**config.mk**
```make
export PLATFORM = sky130hd
export DESIGN_NAME = mem_wb_stage
export DESIGN_NICKNAME = d
export VERILOG_FILES = /design/src/pipe_pkg.sv /design/src/mem_wb_stage.sv
export SDC_FILE = /design/constraint.sdc
export NUM_CORES = 2
export LEC_CHECK = 0
export BUFFER_PORTS_ARGS = -buffer_cell sky130_fd_sc_hd__buf_2
export CORE_MARGIN = 2
export CORE_UTILIZATION = 35
export DETAILED_ROUTE_END_ITERATION = 8
export PLACE_DENSITY_LB_ADDON = 0.12
export SYNTH_ARGS = -nofsm -noshare
export SYNTH_HDL_FRONTEND = slang
export SYNTH_SLANG_ARGS = --single-unit
```
**constraint.sdc**
```tcl
create_clock -name clk -period 3 [get_ports clk]
set_clock_uncertainty 0.2 [all_clocks]
set_input_delay 0.15 -clock clk [delete_from_list [all_inputs] [get_ports clk]]
set_output_delay 0.15 -clock clk [all_outputs]
set_load 0.02 [all_outputs]
```
**src/pipe_pkg.sv**
```systemverilog
package pipe_pkg;

    localparam int word_w     = 32;
    localparam int reg_idx_w  = 5;
    localparam int num_regs   = 32;
    localparam int dmem_depth = 64;
    localparam int dmem_aw    = $clog2(dmem_depth);

    typedef logic [word_w-1:0]    word_t;
    typedef logic [reg_idx_w-1:0] reg_idx_t;

    // operand source in ex
    typedef enum logic {
        fwd_idex,
        fwd_wb
    } fwd_sel_t;

endpackage

```
**src/mem_wb_stage.sv**
```systemverilog
`timescale 1ns/1ps

module mem_wb_stage import pipe_pkg::*; (
    input  logic     clk,
    input  logic     arst_n,
    input  word_t    ex_result,
    input  word_t    ex_store_data,
    input  reg_idx_t ex_wreg,
    input  logic     ex_reg_write,
    input  logic     ex_mem_read,
    input  logic     ex_mem_write,
    output logic     wb_en,
    output reg_idx_t wb_reg,
    output word_t    wb_data
);

    word_t              dmem [dmem_depth];
    word_t              result_q;
    word_t              store_q;
    reg_idx_t           wreg_q;
    logic               reg_write_q;
    logic               mem_read_q;
    logic               mem_write_q;
    logic [dmem_aw-1:0] dmem_idx;

    always_ff @(posedge clk or negedge arst_n) begin
        if (!arst_n) begin
            reg_write_q <= 1'b0;
            mem_read_q  <= 1'b0;
            mem_write_q <= 1'b0;
        end else begin
            reg_write_q <= ex_reg_write;
            mem_read_q  <= ex_mem_read;
            mem_write_q <= ex_mem_write;
        end
    end

    always_ff @(posedge clk) begin
        result_q <= ex_result;
        store_q  <= ex_store_data;
        wreg_q   <= ex_wreg;
    end

    assign dmem_idx = result_q[dmem_aw+1:2]; // word address

    // ==================== data memory
    always_ff @(posedge clk or negedge arst_n) begin
        if (!arst_n) begin
            for (int i = 0; i < dmem_depth; i++) begin
                dmem[i] <= '0;
            end
        end else if (mem_write_q) begin
            dmem[dmem_idx] <= store_q;
        end
    end

    assign wb_en   = reg_write_q && wreg_q != '0;
    assign wb_reg  = wreg_q;
    assign wb_data = mem_read_q ? dmem[dmem_idx] : result_q;

endmodule

```
Word level (Yosys, flattened, before mapping):

Index checks and enable logic that the tools add are counted.

* flip-flop bits (word level): 2120
* output and inout bits: 38

* order comparisons: 2
* bitwise operators: 1
* mux-type cells: 7
* reductions and logical operators: 3

Operators by type and width (number)
* $bwmux 2048: 1
* $bmux 32 s6: 1
* $demux 32 s6: 1
* $mux 32: 4
* $ge 7x7->1 const B: 1
* $lt 7x1->1 const B: 1
* $not 6->7: 1
* $reduce_bool 5->1: 1
* $logic_and 1x1->1: 2

Logic depth before layout (Yosys ltp):

* depth in word-level cells: 6
* gate-level depth with buffers: 11
* depth with buffers taken out: 6

Worst setup path before layout:

No wires, ideal clock.

* path kind: flip-flop to output port
* start: reg result_q[2]
* end: out wb_data[1]
* stages on the path, launching flop included: 12
* required time: 2.650 ns
* data arrival time: 2.170 ns
* path slack: 0.480 ns
* cell sequence: dfxtp_1 -> buf_6 -> buf_6 -> buf_6 -> buf_6 -> buf_6 -> mux2i_1 -> o22ai_1 -> a221oi_2 -> nor2_1 -> a2111oi_2 -> a41oi_1

* cells in the longest elaborated chain, start to end: 5

RTL lines
* start, declared: line mem_wb_stage.sv:18 `word_t result_q;`
* start signal, assigned: line mem_wb_stage.sv:39 `result_q <= ex_result;`
* $not 6->7 (implied by the code): line mem_wb_stage.sv:59 `assign wb_data = mem_read_q ? dmem[dmem_idx] : result_q;`
* $bmux 32 s6: line mem_wb_stage.sv:59
* $mux 32 (implied by the code) (2 in series): line mem_wb_stage.sv:59
* $mux 32: line mem_wb_stage.sv:59
* end, declared: line mem_wb_stage.sv:14 `output word_t wb_data`

No other way between the ends. The select of a mux whose other input is x is not followed.

Final worst setup path:

* start: reg result_q[4]
* end: out wb_data[19]

The elaborated chain is that of the path after synthesis.

==> flow_summary.toml <==
[status]
status = "finished, violations left"
violations = "setup timing"

[place]
port_buffers = 111
dp_cells = 10600
dpl.hpwl_um = 252000
post-place-ws_ns = -0.850
dpl_cell_area_um2 = 107000
gp_congestion = 0.848

[detailed_routing]
drt-total-wl_um = 401000
ant_nets = 0
vias_per_cell = 5.82
dr.first_iter.drc_count = 5785
drc = 0
num_vias = 66300
routedWlPerCell_um = 35.2
drtPass1Iterations = 8

[clock_tree]
clk_pin_slew_ns = 0.06
clockRootBuffer = "clkbuf_16"
cts_tree = "yes"
insertion_delay_ns = 0.94
cts_sinks = 2120
clockBufferDepth = 4
cts_buffers = 246
htreeDepth = 4

[critical_path]
critPathCapture = "wb_data[19]"
rr_startpoint = "result_q[4]"
cp-start-kind = "register"
path_max_fanout = 9
cp_data_arrival_time_ns = 3.72
worst_ep_required_time_ns = 2.65
cpMostUsedCell = "buf_4"
r2r-end = "dmem[1079]"
reg2reg_slack_ns = -0.07
path_buf_inv = 5
crit_cells = 10
worstRegToRegCells = 13
crit_type = "register to primary output"
cpLargestDelayFamily = "compound AO/OA/AOI/OAI gates"
critPathLaunch = "result_q[4]"
crit_path_max_incr_delay_ns = 0.43
crit_chain = "bufbuf_16, nor2b_4, buf_4, buf_12, buf_4, a221o_1, a222oi_1, o21ai_2, o32a_1, buf_6"
slowest_stage = "a222oi_1"
cp-end-kind = "primary output"

[global_route]
use_met1_pct = 40.5
grtUsageTotal_pct = 28.2
grt_use_met3_pct = 3.34
overflow = 0
grt_max_degree = 147
grt_pass1_vias = 67300
antenna_found_initial = 18
grt_use_met2_pct = 44.4
grt_first_pass_wirelength_um = 553000
top_usage_layer = "met2"

[timing]
worst_slack_ns = -1.07
period_minus_slack_ns = 4.07
setup_viol = 80
hold_viol_final = 0
relSlewSlack_pct = 32.8
max_freq_ghz = 0.245
fin_crit_sh_pct = 136
drv_slew = 0
worstMarginPinSlew_ns = 1.01
rsz0062_at_grt = "true"

[logic_synthesis]
synth.avg_cell_area_um2 = 14.1
synthesis.area_um2 = 95200
async_reset_ff_share_pct = 96.7
synth_nets = 6823
ys_ff_latch = 2120
synth-edff-count = 0
synth-main-ff-cell = "dfrtp_1"
yosysUniqueCellTypes = 70
ys_seq_area_share_pct = 55.4
syn_inst = 6749
yosysWarnings = 0

[power_and_ir_drop]
ir_worst_vdd_uv = 469
leakage_nw = 56.7
power_density_nw_per_um2 = 616

[die]
ios = 112
die_area_um2 = 276000
initial_core_util_pct = 35.2
core_um2 = 271000
fp.dieW_um = 525
die_y_um = 525
num_rows = 191

[cells_and_area]
largest_reg_flops = 2048
nFillCells = 24100
final_area_um2 = 123000
finalNonFillerCells = 11400
reg_top3 = "dmem x2048, result_q x32, store_q x32"
fin_nets = 7705
area.growth.synth_to_final_pct = 29.4
largest_register = "dmem"
drive_gt1_share_pct = 56.2

[flow_run]
max_cap_violations = 0

[min_path]
hold_path_class = "primary input to async pin"
==> cells by family after synthesis <==
| group | synth area share [%] |
|---|---|
| AND/OR/NAND/NOR | 1.65 |
| multiplexers | 31.9 |
| AO/OA/AOI/OAI | 7.52 |
| buffers and inverters | 3.59 |
| flip-flops | 55.4 |
==> routing by layer <==
| metal | share of wire, % | vias up | routed length (um) |
|---|---|---|---|
| li1 | - | 27000 | - |
| met1 | 45 | 36500 | 180000 |
| met2 | 46 | 2266 | 183000 |
| met3 | 5.7 | 601 | 23000 |
| met4 | 3.7 | 2 | 15000 |
| met5 | 0.0032 | - | 13 |
==> how the worst min path moves through the flow <==
stage	slack [ns]	cells after the start	to
after detailed placement	0.003	1	dmem[452]
after global placement	-0.01	1	dmem[482]
after CTS	0.005	3	dmem[1009]
after floorplan	-0.35	0	dmem[0]
after global routing	0.05	3	dmem[1009]
final	0.06	3	dmem[1459]
==> cell usage after synthesis, types with 111 or more instances <==
master | number | share of area (%)
o22ai_1 | 111 | 0.73
a221oi_1 | 260 | 2.4
mux4_2 | 124 | 2.9
dfrtp_1 | 2051 | 54
buf_2 | 248 | 1.3
clkbuf_1 | 278 | 1.1
nor2_1 | 131 | 0.52
buf_1 | 137 | 0.54
a22oi_1 | 171 | 1.3
mux2i_1 | 211 | 2.2
o21ai_0 | 118 | 0.62
nand2_1 | 116 | 0.46
mux2_2 | 2209 | 26
==> where the power goes <==
group          switching [mW]  leakage, nW  total, mW  internal, mW
sequential               2.06         27.9       34.3          32.2
clock                    12.5         3.91       30.1          17.6
combinational            5.41         25.0       11.4          6.04
==> stage by stage <==
stage / hold WS (ns) / total power, mW / TNS (ns) / utilization, %
after floorplan: -0.346 / 40.1 / 0 / -
after global placement: -0.0109 / 44.4 / -54.23 / 39.7
after detailed placement: 0.00267 / 44.7 / -57.19 / 39.7
after CTS: 0.00512 / 75.9 / -32.25 / 44.6
after global routing: 0.0527 / 78.7 / -33.72 / 45.5
final: 0.0596 / 75.9 / -31.58 / 45.5
==> cell usage in the layout (no fill, tap or decap), types with 17 or more instances in the layout <==
master         count
nor2_1            91
o22ai_2           21
a22oi_2           47
dfxtp_2           31
o21ai_1           30
a221oi_1         143
buf_2             81
buf_4            639
nand2_2           36
a221oi_2         102
nor2_4            37
clkbuf_16        267
o21ai_0           65
mux2_4            42
buf_16            24
a22o_1            26
a221oi_4          21
a21oi_1           82
mux2_2          2172
o22ai_1           88
o21ai_2           20
dfrtp_1         2050
a22oi_1          125
dfxtp_1           34
buf_6            108
clkbuf_8          62
nand2_1           72
dlygate4sd3_1    146
o32a_1            17
mux4_2           124
clkinv_2          29
buf_8             23
a21oi_2           23
clkbuf_1          73
a221o_1           33
buf_12           306
mux2i_1          190
mux2_1            42
==> repair_timing <==
action                                 4_1_cts  5_1_grt
cloned                                      19       20
setup endpoints to repair                  819      156
pin swaps                                  115      156
setup buffers                              129       87
gates resized for setup                    484      318
endpoints found under the hold margin     2123        0
hold buffers                               146        0
==> worst reg2reg max path: stages (launching register included) <==
cell and delay [ns]:
dfxtp_4 0.44, buf_12 0.18, buf_16 0.14, buf_12 0.14, buf_12 0.11, buf_12 0.09
and3b_2 0.25, buf_12 0.15, nand2_4 0.06, buf_12 0.21, nor2_4 0.18, buf_12 0.18
buf_16 0.22, mux2_2 0.42
==> area by class of cell <==
cell class	instances	area (um2)	share of cell area, %
repair inverters	1	8.76	0.00711
inverters	4	41.3	0.0335
diodes	7	17.5	0.0142
clock buffers	383	7330	5.95
well taps	3570	4470	3.63
repair buffers	1358	15900	12.9
clock inverters	52	607	0.493
flip-flops and latches	2120	52800	42.8
multi-input cells	3900	42100	34.2
Note: power is estimated with default switching activity, not from simulation.
