**config.mk**
```make
export PLATFORM = sky130hd
export DESIGN_NAME = id_ex_reg_flat
export DESIGN_NICKNAME = d
export VERILOG_FILES = /design/src/isa_pkg.sv /design/src/pipe_pkg.sv /design/src/id_ex_if.sv /design/src/id_ex_reg.sv /design/src/flat_wrapper.sv
export SDC_FILE = /design/constraint.sdc
export NUM_CORES = 1
export LEC_CHECK = 0
export BUFFER_PORTS_ARGS = -buffer_cell sky130_fd_sc_hd__buf_2
export CAP_MARGIN = 25
export CORE_AREA = 5 5 147 149
export DETAILED_ROUTE_END_ITERATION = 7
export DIE_AREA = 0 0 152 154
export GPL_TIMING_DRIVEN = 1
export SYNTH_ARGS = -nofsm -noshare
export SYNTH_HDL_FRONTEND = slang
export SYNTH_SLANG_ARGS = --single-unit
```
**constraint.sdc**
```tcl
create_clock -name clk -period 0.8 [get_ports clk]
set_clock_uncertainty 0.05 [all_clocks]
set_input_delay 0 -clock clk [delete_from_list [all_inputs] [get_ports clk]]
set_output_delay 0 -clock clk [all_outputs]
set_load 0.02 [all_outputs]
```
**src/isa_pkg.sv**
```systemverilog
package isa_pkg;

    // instruction field widths
    localparam int opcode_w = 6;
    localparam int funct_w  = 6;
    localparam int shamt_w  = 5;
    localparam int imm_w    = 16;
    localparam int index_w  = 26;

    typedef logic [opcode_w-1:0] opcode_t;
    typedef logic [funct_w-1:0]  funct_t;
    typedef logic [shamt_w-1:0]  shamt_t;

    typedef enum logic [3:0] {
        alu_add,
        alu_sub,
        alu_and,
        alu_or,
        alu_xor,
        alu_slt,
        alu_sll,
        alu_srl,
        alu_lui,
        alu_pass_b
    } alu_op_t;

    // ==================== primary opcodes
    localparam opcode_t op_rtype = 6'h00;
    localparam opcode_t op_jal   = 6'h03;
    localparam opcode_t op_beq   = 6'h04;
    localparam opcode_t op_bgtz  = 6'h07;
    localparam opcode_t op_addiu = 6'h09;
    localparam opcode_t op_ori   = 6'h0d;
    localparam opcode_t op_lui   = 6'h0f;
    localparam opcode_t op_lw    = 6'h23;
    localparam opcode_t op_sw    = 6'h2b;

    // ==================== r-type funct
    localparam funct_t fn_sll  = 6'h00;
    localparam funct_t fn_srl  = 6'h02;
    localparam funct_t fn_addu = 6'h21;
    localparam funct_t fn_subu = 6'h23;
    localparam funct_t fn_and  = 6'h24;
    localparam funct_t fn_or   = 6'h25;
    localparam funct_t fn_xor  = 6'h26;
    localparam funct_t fn_slt  = 6'h2a;

    localparam logic [4:0] link_reg = 5'd31; // jal destination

endpackage

```
**src/pipe_pkg.sv**
```systemverilog
package pipe_pkg;

    localparam int word_w     = 32;
    localparam int reg_idx_w  = 5;
    localparam int num_regs   = 32;
    localparam int dmem_depth = 64;
    localparam int dmem_aw    = $clog2(dmem_depth);

    typedef logic [word_w-1:0]    word_t;
    typedef logic [reg_idx_w-1:0] reg_idx_t;

    // operand source in ex
    typedef enum logic {
        fwd_idex,
        fwd_wb
    } fwd_sel_t;

endpackage

```
**src/id_ex_if.sv**
```systemverilog
`timescale 1ns/1ps

interface id_ex_if import isa_pkg::*, pipe_pkg::*; ();

    // control
    logic     mem_read;
    logic     mem_to_reg;
    alu_op_t  alu_op;
    logic     mem_write;
    logic     alu_src;
    logic     reg_write;
    logic     equal_branch;
    logic     greater_than;
    logic     store_pc;
    logic     lui_sig;
    logic     jump;

    // data
    word_t    next_instaddress;
    word_t    cur_instaddress;
    word_t    rdata_a;
    word_t    rdata_b;
    word_t    imme_num;
    shamt_t   shamt;
    reg_idx_t wreg;
    reg_idx_t rs;
    reg_idx_t rt;

    modport decode (
        output mem_read, mem_to_reg, alu_op, mem_write, alu_src, reg_write,
               equal_branch, greater_than, store_pc, lui_sig, jump,
               next_instaddress, cur_instaddress, rdata_a, rdata_b, imme_num,
               shamt, wreg, rs, rt
    );

    modport stage (
        output mem_read, mem_to_reg, alu_op, mem_write, alu_src, reg_write,
               equal_branch, greater_than, store_pc, lui_sig, jump,
               next_instaddress, cur_instaddress, rdata_a, rdata_b, imme_num,
               shamt, wreg, rs, rt
    );

    modport execute (
        input mem_read, mem_to_reg, alu_op, mem_write, alu_src, reg_write,
              equal_branch, greater_than, store_pc, lui_sig, jump,
              next_instaddress, cur_instaddress, rdata_a, rdata_b, imme_num,
              shamt, wreg, rs, rt
    );

endinterface

```
**src/id_ex_reg.sv**
```systemverilog
`timescale 1ns/1ps

module id_ex_reg import isa_pkg::*; (
    input  logic     clk,
    input  logic     arst_n,
    input  logic     flush_id_ex,
    id_ex_if.execute id,
    id_ex_if.stage   ex
);

    logic keep;

    assign keep = !flush_id_ex;

    always_ff @(posedge clk or negedge arst_n) begin
        if (!arst_n) begin
            ex.mem_read         <= 1'b0;
            ex.mem_to_reg       <= 1'b0;
            ex.alu_op           <= alu_add;
            ex.mem_write        <= 1'b0;
            ex.alu_src          <= 1'b0;
            ex.reg_write        <= 1'b0;
            ex.equal_branch     <= 1'b0;
            ex.greater_than     <= 1'b0;
            ex.store_pc         <= 1'b0;
            ex.lui_sig          <= 1'b0;
            ex.jump             <= 1'b0;
            ex.next_instaddress <= '0;
            ex.cur_instaddress  <= '0;
            ex.rdata_a          <= '0;
            ex.rdata_b          <= '0;
            ex.imme_num         <= '0;
            ex.shamt            <= '0;
            ex.wreg             <= '0;
            ex.rs               <= '0;
            ex.rt               <= '0;
        end else begin
            // flush loads an all-zero slot
            ex.mem_read         <= keep ? id.mem_read : 1'b0;
            ex.mem_to_reg       <= keep ? id.mem_to_reg : 1'b0;
            ex.alu_op           <= keep ? id.alu_op : alu_add;
            ex.mem_write        <= keep ? id.mem_write : 1'b0;
            ex.alu_src          <= keep ? id.alu_src : 1'b0;
            ex.reg_write        <= keep ? id.reg_write : 1'b0;
            ex.equal_branch     <= keep ? id.equal_branch : 1'b0;
            ex.greater_than     <= keep ? id.greater_than : 1'b0;
            ex.store_pc         <= keep ? id.store_pc : 1'b0;
            ex.lui_sig          <= keep ? id.lui_sig : 1'b0;
            ex.jump             <= keep ? id.jump : 1'b0;
            ex.next_instaddress <= keep ? id.next_instaddress : '0;
            ex.cur_instaddress  <= keep ? id.cur_instaddress : '0;
            ex.rdata_a          <= keep ? id.rdata_a : '0;
            ex.rdata_b          <= keep ? id.rdata_b : '0;
            ex.imme_num         <= keep ? id.imme_num : '0;
            ex.shamt            <= keep ? id.shamt : '0;
            ex.wreg             <= keep ? id.wreg : '0;
            ex.rs               <= keep ? id.rs : '0;
            ex.rt               <= keep ? id.rt : '0;
        end
    end

    // only a branch or jump held in ex may squash the slot behind it
    flush_from_branch: assert property (@(posedge clk) disable iff (!arst_n)
        flush_id_ex |-> (ex.jump || ex.equal_branch || ex.greater_than))
        else $error("id_ex flush without a branch or jump in ex");

endmodule

```
**src/flat_wrapper.sv**
```systemverilog
// flat-port wrapper written by rule: the top's interface ports become plain ports
module id_ex_reg_flat import isa_pkg::*;
  (clk, arst_n, flush_id_ex, id_mem_read, id_mem_to_reg, id_alu_op, id_mem_write, id_alu_src, id_reg_write, id_equal_branch, id_greater_than, id_store_pc, id_lui_sig, id_jump, id_next_instaddress, id_cur_instaddress, id_rdata_a, id_rdata_b, id_imme_num, id_shamt, id_wreg, id_rs, id_rt, ex_mem_read, ex_mem_to_reg, ex_alu_op, ex_mem_write, ex_alu_src, ex_reg_write, ex_equal_branch, ex_greater_than, ex_store_pc, ex_lui_sig, ex_jump, ex_next_instaddress, ex_cur_instaddress, ex_rdata_a, ex_rdata_b, ex_imme_num, ex_shamt, ex_wreg, ex_rs, ex_rt);
  id_ex_if id_i ();
  id_ex_if ex_i ();
  input  logic clk;
  input  logic arst_n;
  input  logic flush_id_ex;
  input wire logic [$bits(id_i.mem_read)-1:0] id_mem_read;
  input wire logic [$bits(id_i.mem_to_reg)-1:0] id_mem_to_reg;
  input wire logic [$bits(id_i.alu_op)-1:0] id_alu_op;
  input wire logic [$bits(id_i.mem_write)-1:0] id_mem_write;
  input wire logic [$bits(id_i.alu_src)-1:0] id_alu_src;
  input wire logic [$bits(id_i.reg_write)-1:0] id_reg_write;
  input wire logic [$bits(id_i.equal_branch)-1:0] id_equal_branch;
  input wire logic [$bits(id_i.greater_than)-1:0] id_greater_than;
  input wire logic [$bits(id_i.store_pc)-1:0] id_store_pc;
  input wire logic [$bits(id_i.lui_sig)-1:0] id_lui_sig;
  input wire logic [$bits(id_i.jump)-1:0] id_jump;
  input wire logic [$bits(id_i.next_instaddress)-1:0] id_next_instaddress;
  input wire logic [$bits(id_i.cur_instaddress)-1:0] id_cur_instaddress;
  input wire logic [$bits(id_i.rdata_a)-1:0] id_rdata_a;
  input wire logic [$bits(id_i.rdata_b)-1:0] id_rdata_b;
  input wire logic [$bits(id_i.imme_num)-1:0] id_imme_num;
  input wire logic [$bits(id_i.shamt)-1:0] id_shamt;
  input wire logic [$bits(id_i.wreg)-1:0] id_wreg;
  input wire logic [$bits(id_i.rs)-1:0] id_rs;
  input wire logic [$bits(id_i.rt)-1:0] id_rt;
  output wire logic [$bits(ex_i.mem_read)-1:0] ex_mem_read;
  output wire logic [$bits(ex_i.mem_to_reg)-1:0] ex_mem_to_reg;
  output wire logic [$bits(ex_i.alu_op)-1:0] ex_alu_op;
  output wire logic [$bits(ex_i.mem_write)-1:0] ex_mem_write;
  output wire logic [$bits(ex_i.alu_src)-1:0] ex_alu_src;
  output wire logic [$bits(ex_i.reg_write)-1:0] ex_reg_write;
  output wire logic [$bits(ex_i.equal_branch)-1:0] ex_equal_branch;
  output wire logic [$bits(ex_i.greater_than)-1:0] ex_greater_than;
  output wire logic [$bits(ex_i.store_pc)-1:0] ex_store_pc;
  output wire logic [$bits(ex_i.lui_sig)-1:0] ex_lui_sig;
  output wire logic [$bits(ex_i.jump)-1:0] ex_jump;
  output wire logic [$bits(ex_i.next_instaddress)-1:0] ex_next_instaddress;
  output wire logic [$bits(ex_i.cur_instaddress)-1:0] ex_cur_instaddress;
  output wire logic [$bits(ex_i.rdata_a)-1:0] ex_rdata_a;
  output wire logic [$bits(ex_i.rdata_b)-1:0] ex_rdata_b;
  output wire logic [$bits(ex_i.imme_num)-1:0] ex_imme_num;
  output wire logic [$bits(ex_i.shamt)-1:0] ex_shamt;
  output wire logic [$bits(ex_i.wreg)-1:0] ex_wreg;
  output wire logic [$bits(ex_i.rs)-1:0] ex_rs;
  output wire logic [$bits(ex_i.rt)-1:0] ex_rt;
  assign id_i.mem_read = id_mem_read;
  assign id_i.mem_to_reg = id_mem_to_reg;
  assign id_i.alu_op = id_alu_op;
  assign id_i.mem_write = id_mem_write;
  assign id_i.alu_src = id_alu_src;
  assign id_i.reg_write = id_reg_write;
  assign id_i.equal_branch = id_equal_branch;
  assign id_i.greater_than = id_greater_than;
  assign id_i.store_pc = id_store_pc;
  assign id_i.lui_sig = id_lui_sig;
  assign id_i.jump = id_jump;
  assign id_i.next_instaddress = id_next_instaddress;
  assign id_i.cur_instaddress = id_cur_instaddress;
  assign id_i.rdata_a = id_rdata_a;
  assign id_i.rdata_b = id_rdata_b;
  assign id_i.imme_num = id_imme_num;
  assign id_i.shamt = id_shamt;
  assign id_i.wreg = id_wreg;
  assign id_i.rs = id_rs;
  assign id_i.rt = id_rt;
  assign ex_mem_read = ex_i.mem_read;
  assign ex_mem_to_reg = ex_i.mem_to_reg;
  assign ex_alu_op = ex_i.alu_op;
  assign ex_mem_write = ex_i.mem_write;
  assign ex_alu_src = ex_i.alu_src;
  assign ex_reg_write = ex_i.reg_write;
  assign ex_equal_branch = ex_i.equal_branch;
  assign ex_greater_than = ex_i.greater_than;
  assign ex_store_pc = ex_i.store_pc;
  assign ex_lui_sig = ex_i.lui_sig;
  assign ex_jump = ex_i.jump;
  assign ex_next_instaddress = ex_i.next_instaddress;
  assign ex_cur_instaddress = ex_i.cur_instaddress;
  assign ex_rdata_a = ex_i.rdata_a;
  assign ex_rdata_b = ex_i.rdata_b;
  assign ex_imme_num = ex_i.imme_num;
  assign ex_shamt = ex_i.shamt;
  assign ex_wreg = ex_i.wreg;
  assign ex_rs = ex_i.rs;
  assign ex_rt = ex_i.rt;
  id_ex_reg u_core (.clk(clk), .arst_n(arst_n), .flush_id_ex(flush_id_ex), .id(id_i), .ex(ex_i));
endmodule
```
## Word-level counts from Yosys, hierarchy flattened

Cells that the tools add are included.

- Register bits after elaboration: 194
- Input port bits: 197
- Output and inout port bits: 194

- Mux-type cells: 20

Operators by type and width:

| operator | count |
|---|---|
| $mux 32 | 5 |
| $mux 5 | 4 |
| $mux 1 | 10 |
| $mux 4 | 1 |

## Logic depth before layout (Yosys ltp)

Gate-level depths: netlist of run 1.

- Depth after elaboration: 1
- Mapped depth: 3

## Least setup slack after synthesis of run 1

OpenSTA, ideal clock, no wires.

- Kind: input to register
- Start: input port flush_id_ex
- End: register u_core.ex.cur_instaddress[10] (netlist bit)
- Path buffers: 2
- Arrival time: 0.383 ns
- Slack: 0.245 ns
- Stages: 3
- Cell sequence: buf_2 > buf_2 > nor2b_1

- Word-level cells in the longest chain between the ends: 1

RTL lines:

| item | line | text |
|---|---|---|
| start, declared | flat_wrapper.sv:8 | `input logic flush_id_ex;` |
| $mux 32 | id_ex_reg.sv:51 | `ex.cur_instaddress <= keep ? id.cur_instaddress : '0;` |
| end, declared | id_ex_if.sv:39 | `next_instaddress, cur_instaddress, rdata_a, rdata_b, imme_num,` |

No other way between the ends.

## Worst setup path in the final report of run 1

- Start: register u_core.ex.cur_instaddress[0] (netlist bit)
- End: output port ex_cur_instaddress[0]

RTL lines:

| item | line | text |
|---|---|---|
| end, declared | flat_wrapper.sv:41 | `output wire logic [$bits(ex_i.cur_instaddress)-1:0] ex_cur_instaddress;` |

No word-level cell between the ends.

==> key figures, run 1 <==
Outcome
  – Status: complete, but fails checks
  – Failing checks: hold timing, setup timing

Timing
  – Final Setup Violations: 194
  – Slew @ Worst Pin: around 0.39 ns
  – F_max: approximately 0.95 GHz
  – Tmin final: 1.05 ns
  – RSZ-0062 raised after global routing: yes
  – Final worst setup slack: -0.252 ns
  – Final period utilization: 132%
  – Final setup TNS: -35.68 ns
  – Hold Worst Slack: -0.0174 ns
  – Worst rel slew slack: between 70% and 80%
  – Max-slew violation count: 0
  – Endpoints failing hold: 15

Yosys
  – Synth Area in Simple Gates: approximately a fifth
  – Ranking of synthesized cells by area: dfrtp_1 (79%), nor2b_1 (20%), buf_2 (1.5%)
  – Mux cell area share after synthesis: 0%
  – Area leader, netlist: dfrtp_1
  – Post-Syn Area: around 0.0062 mm2
  – Largest family of logic cells by synthesized area: simple AND/OR/NAND/NOR gates
  – EDFF count, synth: 0
  – Synth Warn #: 0
  – Sequential share of the synthesized area: 78.7%
  – Flop and latch count out of synthesis: 194
  – Async SR Flop Fraction: 100%
  – Main synth FF type: dfrtp_1
  – Distinct cell type count after synthesis: 4
  – Synth Area in Compound Gates: 0%
  – Synth cell count leaders: dfrtp_1 (194), nor2b_1 (194), buf_2 (18), clkbuf_1 (3)
  – Post-Synthesis Net Count: roughly 610
  – Top cell type's share of synthesized area: approximately four fifths
  – Xor/xnor cell area share of the yosys netlist: 0%
  – Area share of fa/ha/maj cells after synthesis: 0%
  – Avg Synthesized Cell Area: 15.1 um2
  – Cells after Synth: 409

Worst setup path
  – Worst path buffer plus inverter count: 1
  – Worst path cell trace: buf_6
  – Critical Path Source: u_core.ex.cur_instaddress[0]$_DFF_PN0_
  – Worst-path maximum fanout: 1
  – Worst Setup Start Kind: register
  – Levels on crit path: 1
  – Critical path's slowest cell: dfrtp_1
  – Worst EP arrival: 1.00 ns
  – CP Capture Point: ex_cur_instaddress[0]
  – Worst path required time: roughly 0.75 ns
  – Crit-path max cell delay: between 0.4 and 0.5 ns
  – Setup CP Type: register to output port
  – Delay-heaviest family, CP: flip-flops
  – Crit end category: output port

Global route
  – Initial antenna violation count: 0
  – Total GRT Usage: roughly a fifth
  – Grt total ovfl: 0
  – Pin count of the biggest net entering global routing: 35
  – Vias in the first global route: roughly 6400
  – First-pass GRT wire length: between 30 and 40 mm

Job
  – Max Cap Viol: 0

Drt
  – Initial detailed-routing violation count: approximately 160
  – Antenna-violating nets left: 0
  – Vias: ~5400
  – Vias/cell: between 4 and 5
  – Routed length per instance: 17.8 um
  – Drt drc: 0
  – Post-Route WL: ~23 mm
  – Drt pass-1 iters: 4

Layout
  – Diode count: 0
  – Util after Layout: 63.1%
  – Final non-filler cell total: between 1000 and 1500
  – Layout cell share with drive strength beyond 1: 42.5%
  – Synth-to-layout area growth: 105%
  – Final instance area: 0.0126 mm2
  – Final net count: approximately 1200

Floorplanning
  – Top Ports: 391
  – Rows: 52
  – Starting Density: roughly 31%
  – Die height: about 150 um
  – Die W: approximately 150 um
  – Core region area: approximately 0.02 mm2
  – Full die area: 0.0234 mm2

Clocking
  – Clock slew at reported path FFs: roughly 0.070 ns
  – Bufs on Longest Clock Path: 2
  – H-Tree Depth: 4
  – Clock Sinks: slightly below 200
  – Root Driver: clkbuf_16
  – CTS buffer count: 17
  – CTS tree: done

Place
  – GP Congestion: between 0.8 and 0.9
  – Dpl hpwl: around 14 mm
  – Placed instance area: between 0.008 and 0.009 mm2
  – Post-Place Setup Slack: just under 0.08 ns
  – Placed Cells: around 1100
  – IO Port Bufs: 390

Pwr
  – Overall Power: 23.0 mW
  – VDD IR-drop max: 1280 uV
  – PwrDens: ~1800 mW/mm2
  – Lkg Pwr: ~6.3 nW

Min path
  – Hold WC Path Type: input port to register
-- worst min-delay path by stage --
stage	startpoint	to	slack [ns]	cells past startpoint
after detailed placement	arst_n	u_core.ex.rdata_b[2]$_DFF_PN0_	-0.11	1
after floorplan	arst_n	u_core.ex.alu_op[0]$_DFF_PN0_	-0.35	0
after global placement	arst_n	u_core.ex.rdata_b[2]$_DFF_PN0_	-0.11	1
after global routing	flush_id_ex	u_core.ex.rdata_a[26]$_DFF_PN0_	-0.02	3
after CTS	flush_id_ex	u_core.ex.imme_num[15]$_DFF_PN0_	-0.02	3
final	flush_id_ex	u_core.ex.rdata_b[18]$_DFF_PN0_	-0.02	3
-- report_power, final --
part | leakage, nW | internal (mW) | switching [mW] | total [mW]
registers | 2.50 | 10.3 | 0.271 | 10.6
clock network | 0.280 | 4.43 | 3.91 | 8.34
logic | 3.47 | 2.35 | 1.75 | 4.10
total | 6.25 | 17.1 | 5.94 | 23.0
-- cell families after synthesis --
group | count (synthesis)
DFF | 194
buffers and inverters | 21
and+or+nand+nor | 194
-- layer usage --
| layer | GRT usage [%] | share of wire [%] |
|---|---|---|
| met1 | 20.9 | 36 |
| met2 | 36.2 | 54 |
| met3 | 5.93 | 6.6 |
| met4 | 8.73 | 3.5 |
| met5 | 0 | 0 |
-- final cells by class --
cell class	count	area, um2
fill	1440	7400
timing repair buffer	630	5660
sequential	194	4850
multi-input combinational	194	1210
clock buffer	19	433
tap	270	338
clock inverter	13	140
-- timing repair --
action                                  CTS  global route
pin swaps                                 0             0
setup buffers                             0             0
resized for setup                       388             3
gates cloned                              0             1
endpoints found under the setup margin  194           209
hold buffers                            212             2
hold endpoints to repair                388            39
-- layout by cell type, fill, tap and decap left out, drive strengths merged --
cell type     count
bufinv            1
clkbuf           21
dlymetal6s4s      2
buf             414
nor2b           194
dlygate4sd3     212
clkinvlp          1
clkinv            4
inv               7
dfrtp           194
Note: power is estimated with default switching activity, not from simulation.
==> run 2: changes to the inputs <==
- clock period: 0.8 -> 1.1 ns (I/O delays scaled with it)
==> key figures, run 2 (synthesis results as in run 1) <==
Floorplanning
  – Die W: 152 um (unchanged)
  – Core region area: 0.0200 mm2 (unchanged)
  – Full die area: 0.0234 mm2 (unchanged)
  – Rows: 52 (unchanged)
  – Top Ports: 391 (unchanged)
  – Die height: 154 um (unchanged)
  – Starting Density: 30.8% (unchanged)

Outcome
  – Failing checks: hold timing
  – Status: complete, but fails checks

Clocking
  – Root Driver: clkbuf_16
  – Bufs on Longest Clock Path: 2 (unchanged)
  – CTS tree: done
  – Clock Sinks: 194 (unchanged)
  – Cts hold-fix bufs: 218 (+2.8%)
  – Clock slew at reported path FFs: 0.07 ns (about the same)
  – Post-CTS Setup Bufs: 0 (unchanged)
  – CTS buffer count: 17 (unchanged)
  – H-Tree Depth: 4 (unchanged)

Worst setup path
  – Delay-heaviest family, CP: buffers and inverters
  – Worst path cell trace: dlygate4sd3_1 -> buf_2 -> nor2b_1 -> dlygate4sd3_1
  – Crit path top cell by count: dlygate4sd3_1
  – Worst path required time: 1.35 ns (+0.60 ns)
  – Worst path buffer plus inverter count: 3 (+2)
  – Crit end category: register
  – Critical Path Source: id_rdata_a[4]
  – Worst-path maximum fanout: 1 (unchanged)
  – Crit-path max cell delay: 0.56 ns (+0.13 ns)
  – Worst EP arrival: 1.35 ns (+0.35 ns)
  – Critical path's slowest cell: dlygate4sd3_1
  – Worst Setup Start Kind: input port
  – Setup CP Type: input port to register

Drt
  – Vias/cell: 3.98 (-2.5%)
  – Vias: 5207 (-3.4%)
  – Initial detailed-routing violation count: 113 (-29%)
  – Post-Route WL: 21.0 mm (-11%)
  – Antenna-violating nets left: 0 (unchanged)
  – Routed length per instance: 16.0 um (-9.9%)
  – Drt drc: 0 (unchanged)
  – Drt pass-1 iters: 4 (unchanged)

Timing
  – Slew @ Worst Pin: 0.394 ns (+0.000378 ns)
  – Max-slew violation count: 0 (unchanged)
  – Endpoints failing hold: 11 (-4)
  – Hold Worst Slack: -0.107 ns (-0.0901 ns)
  – Final period utilization: 100%
  – Final worst setup slack: 0.0000284 ns (+0.252 ns)
  – Final setup TNS: 0 ns (+35.68 ns)
  – F_max: roughly 0.91 GHz
  – Tmin final: 1.10 ns
  – RSZ-0062 raised after global routing: no
  – Final Setup Violations: 0 (-100%)
  – Worst rel slew slack: 73.7% (about the same)

Pwr
  – Sw frac: 26.0% (+0.15 points)
  – Internal Power: 11.9 mW (-30%)
  – PwrDens: 1430 mW/mm2 (-22%)
  – Reg power frac: 47.3% (+1.4 points)
  – Lkg Pwr: 5.91 nW (-5.4%)
  – Psw: 4.16 mW (-30%)
  – VDD IR-drop max: 927 uV (-28%)
  – Combinational power share: 15.2% (-2.6 points)
  – Clock power frac: 37.5% (+1.3 points)

Layout
  – Synth-to-layout area growth: 82.3%
  – Final net count: 1221 (-1.1%)
  – Most frequent cells in the layout: buf_2 (388), dlygate4sd3_1 (207), nor2b_1 (194), dfrtp_1 (194), clkbuf_16 (17)
  – Layout cell share with drive strength beyond 1: 42.6% (+0.15 points)
  – Most common cell after layout, fill and taps aside: buf_2
  – Filler cells: 1666 (+16%)

Global route
  – Pin count of the biggest net entering global routing: 42 (+20%)
  – Total GRT Usage: 18.2% (-1.5 points)
  – Initial antenna violation count: 1 (+1)
  – Vias in the first global route: 6051 (-5.1%)
  – First-pass GRT wire length: 33.6 mm (-7.0%)
  – Grt total ovfl: 0 (unchanged)

Place
  – Post-Place Setup Slack: 0.280 ns (+0.203 ns)
  – IO Port Bufs: 390 (unchanged)
  – GP Congestion: 0.837 (+2.2%)
  – Dpl hpwl: 14.0 mm (-1.7%)

Min path
  – Hold WC Path Type: input port to register
  – HP Start: flush_id_ex

Job
  – Max Cap Viol: 0 (unchanged)
[run 2: cell types whose count changed in the layout (fill, tap and decap cells not counted), sizes merged]
| cell | before | now |
|---|---|---|
| dlygate4sd3 | 212 | 207 |
| dlymetal6s4s | 2 | 0 |
| clkinv | 4 | 8 |
| buf | 414 | 409 |
| bufinv | 1 | 0 |
| diode | 0 | 1 |
| inv | 7 | 3 |
[run 2: path summary, 6_finish.rpt]
| check | endpoint | slack, ns | depth (start not counted) |
|---|---|---|---|
| max | u_core.ex.rdata_a[4]$_DFF_PN0_ | 0.00003 | 4 |
| min | u_core.ex.lui_sig$_DFF_PN0_ | -0.11 | 2 |
| max in group asynchronous | u_core.ex.rs[0]$_DFF_PN0_ | 0.41 | 3 |
| min in group asynchronous | u_core.ex.rdata_b[11]$_DFF_PN0_ | 0.02 | 2 |
[run 2: area by class of cell]
class	instances	area [um2]	share of cell area (%)
multi-input cells	194	1210	10.8
diodes	1	2.50	0.0223
repair buffers	617	4250	37.8
well taps	270	338	3.00
clock buffers	20	467	4.15
clock inverters	12	119	1.06
flip-flops and latches	194	4850	43.2
[run 2: timing repair]
item | CTS | global route
endpoints found under the setup margin | 0 | 11
resized for setup | 0 | 0
hold endpoints to repair | 388 | 10
[run 2: routing by layer]
metal	share of wire [%]	track usage, %	up-vias
li1	-	-	2457
met1	37	20.2	2487
met2	54	33.1	233
met3	7.1	6.07	30
met4	2.2	5.57	0
met5	0	0	-
[run 2: power by group through the flow]
| stage | logic [mW] | clock network [mW] | registers, mW |
|---|---|---|---|
| final | 2.43 | 6.02 | 7.58 |
| after global routing | 2.64 | 6.52 | 7.62 |
| after CTS | 2.47 | 6.24 | 7.58 |
| after detailed placement | 1.85 | 0 | 7.72 |
| after global placement | 1.83 | 0 | 7.71 |
| after floorplan | 0.337 | 0 | 8.21 |
[run 2: metrics by stage]
step	power [mW]	cell area, um2	utilization, %	std cells	hold slack (ns)
after floorplan	8.54	6170	-	409	-0.346
after global routing	16.8	11200	56.1	1308	-0.0924
after global placement	9.54	8590	42.8	1068	-0.0926
final	16.0	11200	56.1	1308	-0.107
after detailed placement	9.57	8590	42.8	1068	-0.0850
after CTS	16.3	11400	56.7	1318	0.0182
==> run 3: changes to the inputs <==
- CELL_PAD_IN_SITES_DETAIL_PLACEMENT: unset -> 1
- CELL_PAD_IN_SITES_GLOBAL_PLACEMENT: unset -> 1
- CORE_AREA: 5 5 147 149 -> 5 5 150 152
- DIE_AREA: 0 0 152 154 -> 0 0 155 157
- PLACE_DENSITY: unset -> 0.84
==> key figures, run 3 (synthesis results as in run 1) <==
Worst setup path
  – Worst-path maximum fanout: 1 (unchanged)
  – Crit path top cell by count: dlygate4sd3_1
  – Setup CP Type: input port to register
  – Worst Setup Start Kind: input port
  – Critical Path Source: id_cur_instaddress[31]
  – CP Capture Point: u_core.ex.cur_instaddress[31]$_DFF_PN0_
  – Crit-path max cell delay: 0.57 ns (about the same)
  – Worst EP arrival: 1.36 ns (about the same)
  – Worst path required time: 1.34 ns (about the same)
  – Crit end category: register
  – Worst path cell trace: dlygate4sd3_1 -> buf_2 -> nor2b_1 -> dlygate4sd3_1
  – Critical path's slowest cell: dlygate4sd3_1

Outcome
  – Status: complete, but fails checks
  – Failing checks: setup timing

Drt
  – Vias/cell: 4.17 (+4.8%)
  – Initial detailed-routing violation count: 157 (+39%)
  – Vias: 5468 (+5.0%)
  – Drt pass-1 iters: 4 (unchanged)
  – Antenna-violating nets left: 0 (unchanged)
  – Post-Route WL: 27.2 mm (+30%)
  – Drt drc: 0 (unchanged)
  – Routed length per instance: 20.7 um (+29%)

Floorplanning
  – Starting Density: 29.5% (-1.3 points)
  – Core region area: 0.0209 mm2 (+4.2%)
  – Die height: 157 um (+1.9%)
  – Top Ports: 391 (unchanged)
  – Die W: 155 um (+2.0%)
  – Full die area: 0.0243 mm2 (+4.0%)
  – Rows: 53 (+1.9%)

Global route
  – Grt total ovfl: 0 (unchanged)
  – Total GRT Usage: 21.9% (+3.7 points)
  – First-pass GRT wire length: 40.0 mm (+19%)
  – Pin count of the biggest net entering global routing: 68 (+62%)
  – Vias in the first global route: 6625 (+9.5%)
  – Initial antenna violation count: 8 (+7)

Clocking
  – Clock Sinks: 194 (unchanged)
  – Clock slew at reported path FFs: 0.08 ns (about the same)
  – Root Driver: clkbuf_16
  – H-Tree Depth: 4 (unchanged)
  – Post-CTS Setup Bufs: 0 (unchanged)
  – CTS buffer count: 17 (unchanged)
  – Bufs on Longest Clock Path: 2 (unchanged)
  – CTS tree: done

Place
  – Placed instance area: 0.00854 mm2 (-0.48%)
  – Placed Cells: 1065 (-0.28%)
  – Dpl hpwl: 16.1 mm (+14%)
  – IO Port Bufs: 390 (unchanged)
  – GP Congestion: 0.795 (-4.9%)

Layout
  – Synth-to-layout area growth: 82.0%
  – Most frequent cells in the layout: buf_2 (387), dlygate4sd3_1 (208), nor2b_1 (194), dfrtp_1 (193), clkbuf_16 (17)
  – Final non-filler cell total: 1311 (+0.23%)
  – Layout cell share with drive strength beyond 1: 42.1% (-0.50 points)
  – Final instance area: 0.0112 mm2 (-0.16%)
  – Most common cell after layout, fill and taps aside: buf_2
  – Final net count: 1214 (-0.57%)

Timing
  – Max-slew violation count: 0 (unchanged)
  – Endpoints failing hold: 0 (-11)
  – Hold Worst Slack: 0.0296 ns (+0.137 ns)
  – Worst rel slew slack: 69.3% (-4.4 points)
  – Final worst setup slack: -0.0226 ns (-0.0226 ns)
  – RSZ-0062 raised after global routing: yes
  – Slew @ Worst Pin: 0.460 ns (+0.0651 ns)
  – Final setup TNS: -0.0428 ns (-0.0428 ns)
  – Final period utilization: 102% (+2.1 points)
  – F_max: 0.891 GHz (-2.0%)
  – Final Setup Violations: 4 (+4)
  – Tmin final: 1.12 ns (+0.0226 ns)

Job
  – Max Cap Viol: 0 (unchanged)

Pwr
  – VDD IR-drop max: 1040 uV (+12%)
  – Lkg Pwr: 5.87 nW (-0.72%)
  – PwrDens: 1450 mW/mm2 (+1.5%)

Min path
  – Hold WC Path Type: input port to asynchronous set/reset pin
-- run 3: worst min path at each step --
stage,end,start,cells past startpoint,slack (ns)
after floorplan,u_core.ex.alu_op[0]$_DFF_PN0_,arst_n,0,-0.35
after detailed placement,u_core.ex.rdata_a[4]$_DFF_PN0_,arst_n,1,-0.15
after global placement,u_core.ex.rdata_a[4]$_DFF_PN0_,arst_n,1,-0.15
after CTS,u_core.ex.rdata_a[4]$_DFF_PN0_,arst_n,2,-0.05
final,u_core.ex.rdata_a[11]$_DFF_PN0_,arst_n,2,0.03
after global routing,u_core.ex.rdata_a[27]$_DFF_PN0_,arst_n,2,0.01
-- run 3: metal layers --
layer	routed length, um	vias to the layer above	GRT usage [%]
met5	0	-	0
met3	1770	50	5.99
met1	9350	2708	22.4
li1	-	2448	-
met4	837	0	8.62
met2	15200	262	42.2
-- run 3: per-stage QoR --
stage | setup WS, ns | util (%) | total power [mW]
floorplan | 0.545 | - | 8.54
global placement | 0.296 | 40.9 | 9.52
detailed placement | 0.270 | 40.9 | 9.60
CTS | 0.00533 | 54.1 | 16.3
global route | -0.00842 | 53.8 | 17.0
finish | -0.0226 | 53.8 | 16.3
-- run 3: power by group --
group	switching [mW]	total, mW	internal [mW]
registers	0.128	7.61	7.49
logic	1.32	2.54	1.22
clock network	2.91	6.11	3.20
total	4.36	16.3	11.9
-- run 3: area by class of cell --
class / instances / area [um2]
diodes: 8 / 20.0
well taps: 275 / 344
clock inverters: 13 / 149
clock buffers: 17 / 425
repair buffers: 610 / 4220
fillers: 2263 / 9660
multi-input cells: 194 / 1210
flip-flops and latches: 194 / 4860
-- run 3: critical path: cells and delay by family --
family,cells,cell delay [ns]
buf+inv,3,1.23
simple gates,1,0.13
-- run 3: timing repair --
action,in CTS,in global routing
hold buffers,217,1
hold endpoints to repair,388,10
resized for setup,0,3
endpoints found under the setup margin,0,11
